## config.mk

```make
export PLATFORM = sky130hd
export DESIGN_NAME = sample_fifo_flat
export DESIGN_NICKNAME = d
export VERILOG_FILES = /design/src/rtl/fir_pkg.sv /design/src/rtl/sample_fifo_if.sv /design/src/rtl/sample_fifo.sv /design/src/flat_wrapper.sv
export VERILOG_INCLUDE_DIRS = /design/src /design/src/rtl
export SDC_FILE = /design/constraint.sdc
export NUM_CORES = 1
export LEC_CHECK = 0
export ABC_AREA = 1
export BUFFER_PORTS_ARGS = -buffer_cell sky130_fd_sc_hd__clkbuf_2
export CORE_MARGIN = 3
export CORE_UTILIZATION = 48
export DETAILED_ROUTE_END_ITERATION = 8
export HOLD_SLACK_MARGIN = 0.12
export PLACE_DENSITY = 0.61
export REMOVE_ABC_BUFFERS = 1
export SLEW_MARGIN = 20
export SYNTH_ARGS = -nofsm -noshare
export SYNTH_HDL_FRONTEND = slang
export SYNTH_SLANG_ARGS = --single-unit
```

## constraint.sdc

```tcl
create_clock -name clock -period 5.17 [get_ports clock]
set_input_delay 0.7755 -clock clock [delete_from_list [all_inputs] [get_ports clock]]
set_output_delay 0.7755 -clock clock [all_outputs]
set_load 0.01 [all_outputs]
```

## src/rtl/fir_defs.svh

```systemverilog
`ifndef FIR_DEFS_SVH
`define FIR_DEFS_SVH

// width of one real or imaginary part.
`define FIR_DATA_SIZE 32

// fractional bits of the fixed-point format.
`define FIR_QUANT_BITS 10

`define FIR_NUM_TAPS 8
`define FIR_DECIMATION 4

// must divide the tap count.
`define FIR_UNROLL 2

// power of two.
`define FIR_FIFO_DEPTH 16

`endif

```

## src/rtl/fir_pkg.sv

```systemverilog
`default_nettype none

`include "fir_defs.svh"

package fir_pkg;

    typedef struct packed {
        logic signed [`FIR_DATA_SIZE-1:0] re;
        logic signed [`FIR_DATA_SIZE-1:0] im;
    } cmplx_parts_t;

    // one FIFO word, flat or split into real and imaginary parts.
    typedef union packed {
        logic [2*`FIR_DATA_SIZE-1:0] raw;
        cmplx_parts_t parts;
    } cmplx_word_u;

    typedef logic signed [`FIR_DATA_SIZE-1:0] coeff_array_t [`FIR_NUM_TAPS];

    // low-pass taps in Q10, symmetric real part.
    localparam coeff_array_t coeff_re = '{
        32'sd57, 32'sd134, 32'sd301, 32'sd512,
        32'sd512, 32'sd301, 32'sd134, 32'sd57
    };

    // antisymmetric imaginary part.
    localparam coeff_array_t coeff_im = '{
        -32'sd20, 32'sd45, -32'sd88, 32'sd160,
        -32'sd160, 32'sd88, -32'sd45, 32'sd20
    };

    function automatic logic signed [`FIR_DATA_SIZE-1:0] dequant_mul(
        input logic signed [`FIR_DATA_SIZE-1:0] a,
        input logic signed [`FIR_DATA_SIZE-1:0] b
    );
        logic signed [2*`FIR_DATA_SIZE-1:0] product;
        logic signed [2*`FIR_DATA_SIZE-1:0] scaled;
        product = a * b;
        scaled = product >>> `FIR_QUANT_BITS;
        return scaled[`FIR_DATA_SIZE-1:0];
    endfunction

endpackage

`default_nettype wire

```

## src/rtl/sample_fifo_if.sv

```systemverilog
`default_nettype none
`timescale 1ns/1ps

interface sample_fifo_if;

    // write side.
    logic wr_en;
    fir_pkg::cmplx_word_u din;
    logic full;

    // read side, dout valid while empty is low.
    logic rd_en;
    fir_pkg::cmplx_word_u dout;
    logic empty;

    modport writer (
        output wr_en, din,
        input  full
    );

    modport reader (
        output rd_en,
        input  dout, empty
    );

    modport fifo (
        input  wr_en, din, rd_en,
        output full, dout, empty
    );

endinterface

`default_nettype wire

```

## src/rtl/sample_fifo.sv

```systemverilog
`default_nettype none
`timescale 1ns/1ps

`include "fir_defs.svh"

module sample_fifo (
    input logic clock,
    input logic reset,
    sample_fifo_if.fifo port
);

    localparam int DEPTH = `FIR_FIFO_DEPTH;
    localparam int WORD_W = 2 * `FIR_DATA_SIZE;
    localparam int PTR_W = $clog2(DEPTH);
    localparam int CNT_W = $clog2(DEPTH + 1);

    logic [WORD_W-1:0] mem [DEPTH];
    logic [PTR_W-1:0] wr_ptr;
    logic [PTR_W-1:0] rd_ptr;
    logic [CNT_W-1:0] count;
    logic do_write;
    logic do_read;

    // illegal strobes are dropped here.
    assign do_write = port.wr_en && !port.full;
    assign do_read = port.rd_en && !port.empty;

    always_ff @(posedge clock or posedge reset) begin
        if (reset) begin
            wr_ptr <= '0;
            rd_ptr <= '0;
            count <= '0;
        end else begin
            if (do_write) begin
                wr_ptr <= wr_ptr + 1'b1;
            end
            if (do_read) begin
                rd_ptr <= rd_ptr + 1'b1;
            end
            if (do_write && !do_read) begin
                count <= count + 1'b1;
            end else if (do_read && !do_write) begin
                count <= count - 1'b1;
            end
        end
    end

    always_ff @(posedge clock) begin
        if (do_write) begin
            mem[wr_ptr] <= port.din.raw;
        end
    end

    // first word falls through.
    assign port.dout.raw = mem[rd_ptr];

    assign port.empty = (count == '0);
    assign port.full = (count == CNT_W'(DEPTH));

endmodule

`default_nettype wire

```

## src/flat_wrapper.sv

```systemverilog
// flat-port wrapper written by rule: the top's interface ports become plain ports
module sample_fifo_flat 
  (clock, reset, port_wr_en, port_din, port_rd_en, port_full, port_dout, port_empty);
  sample_fifo_if port_i ();
  input logic clock;
  input logic reset;
  input wire logic [$bits(port_i.wr_en)-1:0] port_wr_en;
  input wire logic [$bits(port_i.din)-1:0] port_din;
  input wire logic [$bits(port_i.rd_en)-1:0] port_rd_en;
  output wire logic [$bits(port_i.full)-1:0] port_full;
  output wire logic [$bits(port_i.dout)-1:0] port_dout;
  output wire logic [$bits(port_i.empty)-1:0] port_empty;
  assign port_i.wr_en = port_wr_en;
  assign port_i.din = port_din;
  assign port_i.rd_en = port_rd_en;
  assign port_full = port_i.full;
  assign port_dout = port_i.dout;
  assign port_empty = port_i.empty;
  sample_fifo u_core (.clock(clock), .reset(reset), .port(port_i));
endmodule
```

### Word-level counts from Yosys, hierarchy flattened

Memory sizes are Yosys's and may differ from the RTL's.
Cells that the tools add are included.

* flip-flop bits (word level): 13
* bits in writable memories: 1024
* input bits: 68
* output and inout port bits: 66
* word-level logic and storage cells: 23
* memories kept: 1

* $add $sub $neg: 4
* equality and inequality tests: 1
* muxes and demuxes: 4
* reductions and logical operators: 10

Memory list
* u_core.mem: depth 16, bits a word 64, read ports 1, clocked after memory_dff 0, write ports 1, line sample_fifo.sv:17 `logic [WORD_W-1:0] mem [DEPTH];`

Operators with widths (count)
* two-way mux 5 bit: 2
* adder 4 x 1 -> 4 bit (second input constant): 2
* adder 5 x 1 -> 5 bit (second input constant): 1
* == test 5 bit (second input constant): 1
* logical NOT 5 bit: 1
* subtractor 5 x 1 -> 5 bit (second input constant): 1
* logical AND 1 bit: 4
* logical NOT 1 bit: 4
* two-way mux 1 bit: 2
* nonzero test 2 bit: 1

### Longest topological paths before layout

* depth in word-level cells: 7
* depth in mapped cells: 14
* depth with buffers taken out: 14

### Least setup slack after synthesis

OpenSTA, ideal clock, no wires.

* path kind: input -> register
* start point: input port_wr_en
* end point: memory u_core.mem[0][0] (netlist name) (enable)
* library setup time: 0.486 ns
* arrival: 3.848 ns
* data required time: 4.684 ns
* slack: 0.836 ns
* cell stages on the path: 4
* path buffers: 0
* path through: nand2_1 -> inv_1 -> nand2_1 -> nor2_1

* longest elaborated chain between the ends: 3

Ends and longest elaborated chain
* start: declaration: line flat_wrapper.sv:7 `input wire logic [$bits(port_i.wr_en)-1:0] port_wr_en;`
* logical AND 1 bit: line sample_fifo.sv:25 `assign do_write = port.wr_en && !port.full;`
* via u_core.do_write: line sample_fifo.sv:21 `logic do_write;`
* two-way mux 1 bit: line sample_fifo.sv:49 `if (do_write) begin`
* two-way mux 1 bit (implied by the code): line sample_fifo.sv:50 `mem[wr_ptr] <= port.din.raw;`
* end: declaration: line sample_fifo.sv:17

The timed path passes the listed nets, and every way through them passes these cells.

### Worst setup path in the final report

* start point: register u_core.rd_ptr[1]
* end point: output port_dout[39]

* longest elaborated chain between the ends: 1

Ends and longest elaborated chain
* start: declaration: line sample_fifo.sv:19 `logic [PTR_W-1:0] rd_ptr;`
* start signal: assignment: line sample_fifo.sv:38 `rd_ptr <= rd_ptr + 1'b1;`
* memory (16 x 64 bit)
* end: declaration: line flat_wrapper.sv:11 `output wire logic [$bits(port_i.dout)-1:0] port_dout;`

No other way between the ends.

==> results.yml <==
synth:
  number_of_enable_type_register_cells_in_the_synthesized_netlist: 1024
  synth-async-reset-ratio_pct: 1.254
  flip_flop_cell_with_the_highest_count_after_synthesis: "edfxtp_1"
  synth_top_cell_area_share_pct: 70.74
  synthTopCellsByCount: "nand2_1 (1641), edfxtp_1 (1024), inv_1 (403), nor2_1 (403), nand3_1 (393)"
  netlist_top_cells_area: "edfxtp_1 (71%), nand2_1 (14%), nand3_1 (4.5%), inv_1 (3.5%), nor2_1 (3.5%)"
  yosysTopAreaCell: "edfxtp_1"
  synth_most_common_cell: "nand2_1"
  synth_cells: 4102
  synth-warning-count: 0
  yosys.cell_types.count: 18
  synth_sequential_area_ratio_pct: 71.49
  synthesis.area_um2: 43470
  synthesis.area_per_instance_um2: 10.60
  synth.ff_latch_count: 1037
run:
  timing.max_cap.violations: 0
run_status:
  status: "finished clean"
floorplanning:
  num_rows: 109
  floorplan.die.height_um: 306.9
  core_um2: 89060
  die_wd_um: 306.9
  initial_core_utilization_pct: 48.81
  die_area_um2: 94200
  io_pins: 134
worst_setup_path:
  timing.critical_path.fanout_max: 48
  critPathKind: "reg2out"
  worst_stage_delay_on_the_critical_path_ns: 0.82
  worst-r2r-cell-count: 7
  worst_setup_path_end_kind: "output pin"
  cp_num_cells: 9
  arrival_ns: 3.44
  cp_num_buf_inv: 3
  worst-endpoint-required_ns: 4.39
  crit_family: "buffers and inverters"
  cpMostUsedCell: "nand2_1"
  cpMaxStageDelayCell: "dfrtp_4"
  path_cells: "nand2_1, inv_6, buf_4, nand2_1, nor2_1, nor2_1, nand2_1, nand2_1, clkbuf_2"
  critical_path.startpoint_type: "flop"
timing:
  timing.clock.skew_ns: 0.02154
  finalCriticalPeriod_ns: 4.212
  final-setup-viol-count: 0
  hold_slack_ns: 0.1623
  max-slew-margin-rel_pct: 30.89
  report.final.slew_viol_count: 0
  fin_setup_tns_ns: 0
  fin_ws_ns: 0.9579
  period_share_pct: 81.47
  grt_setup_unrepaired: "false"
  finalHoldViolations: 0
  fmaxAchievable_mhz: 237.4
  tightest_slew_ns: 1.037
clock_tree:
  clk-insertion-delay-late_ns: 0.65
  cts_inserted_buffers: 106
  cts_sinks: 1037
  max-clock-path-buffers: 3
  clk_root_buffer_cell: "clkbuf_16"
  cts_hold_repair.buffers: 0
  clock_tree_from_tritoncts: "done"
  path_clk_slew_ns: 0.06
  cts.htree.levels: 3
  number_of_buffers_inserted_by_post_cts_setup_repair: 0
  cells_resized_by_post_cts_repair: 0
hold_path:
  worst_hold_path_type: "in2async"
detailed_routing:
  finalWirelength_um: 105100
  routedWlPerCell_um: 19.30
  drtPass1Iterations: 7
  final_antenna_net_count: 0
  detail_route.vias_per_cell: 5.091
  via_count: 27720
  drt-initial-drc-count: 2624
  detail_route.drc_violations: 0
power_and_ir_drop:
  power.sequential.fraction_pct: 39.3
  total_leakage_power_nw: 19.89
  power-per-cell-area_nw_per_um2: 542.9
  part_of_the_power_in_the_clock_network_pct: 27.6
  p_comb_share_pct: 33.1
  total_switching_power_mw: 9.675
  peakVddDrop_uv: 486.4
  p_sw_share_pct: 36.65
  power.internal_mw: 16.73
global_route:
  grt_util_all_layers_pct: 22.15
  first_global_vias: 25910
  antenna_found_initial: 6
  grt_max_degree: 191
  global_route.overflow_total: 0
  grt_first_pass_wirelength_um: 158700
place:
  dp_worst_setup_slack_ns: 1.694
  routabilityCongestion: 0.7677
  numPortBuffers: 133
  place.detailed.hpwl_um: 51100
final_layout:
  drive_gt1_share_pct: 8.094
  fin_nets: 4271
  fillCellCount: 7585
  layout-area-overhead-vs-synth_pct: 11.88
per-layer routing:
metal	vias up	part of all wire, %	track usage (%)
met2	739	47	36.37
met3	122	5.9	3.271
met1	13380	45	31.44
met5	-	0.012	0
li1	13470	-	-
met4	2	1.6	5.345
flip-flops by register name (all words and copies together), names as in the netlist:
name	flops
u_core.count	5
u_core.mem	1024
u_core.rd_ptr	4
u_core.wr_ptr	4
final cells by class:
cell class | count | area [um2] | share of cell area (%)
inverter | 406 | 1549 | 3.185
multi-input combinational | 2461 | 9997 | 20.56
timing repair buffer | 181 | 1239 | 2.547
tap | 1165 | 1458 | 2.997
antenna | 4 | 10.01 | 0.02058
clock inverter | 51 | 410.4 | 0.8439
clock buffer | 139 | 2880 | 5.923
sequential | 1037 | 31090 | 63.92
metrics by stage:
step | instances | total power [mW] | instance area, um2 | utilization, %
4_1_cts | 5440 | 26.66 | 48620 | 54.59
2_1_floorplan | 3904 | 15.36 | 42470 | -
6_report | 5444 | 26.40 | 48630 | 54.60
5_1_grt | 5440 | 27.98 | 48620 | 54.59
3_5_place_dp | 5250 | 19.40 | 45330 | 50.90
3_3_place_gp | 5250 | 19.32 | 45330 | 50.90
cells in the final DEF (no fill, tap or decap), types with 9 or more instances in the layout:
cell	synthesis	routed
nand2_1	1641	1641
edfxtp_1	1024	1024
inv_1	403	401
nand3_1	393	393
nor2_1	403	386
clkbuf_2	0	133
clkbuf_16	0	109
buf_4	20	31
clkbuf_1	33	26
clkinv_1	0	24
nor2_4	0	17
clkinv_2	0	17
buf_12	0	17
dfrtp_1	13	10
ha_1	9	9
power by group through the flow:
stage	Combinational, mW	Sequential [mW]	Clock [mW]
2_1_floorplan	4.56	10.8	0
3_3_place_gp	8.80	10.5	0
3_5_place_dp	8.86	10.5	0
4_1_cts	8.90	10.4	7.40
5_1_grt	9.79	10.4	7.76
6_report	8.75	10.4	7.28
logic make-up after synthesis:
logic type | after synthesis | synth area share [%]
AND/OR/NAND/NOR | 2440 | 22.22
flip-flops | 1037 | 71.49
buffers and inverters | 604 | 5.800
adder cells (fa/ha/maj) | 10 | 0.3051
XOR/XNOR | 6 | 0.1209
AO/OA/AOI/OAI | 5 | 0.06046
worst paths after layout:
kind,from,endpoint,slack (ns)
setup / recovery,u_core.rd_ptr[1],port_dout[39],0.96
hold / removal,reset,u_core.count[2],0.16
setup reg to reg,u_core.count[0],u_core.mem[6][40],2.11
hold reg to reg,u_core.count[3],u_core.count[3],0.52
max in group asynchronous,reset,u_core.rd_ptr[1],4.56
min in group clock,port_rd_en,u_core.rd_ptr[3],0.46
Note: power is estimated with default switching activity, not from simulation.
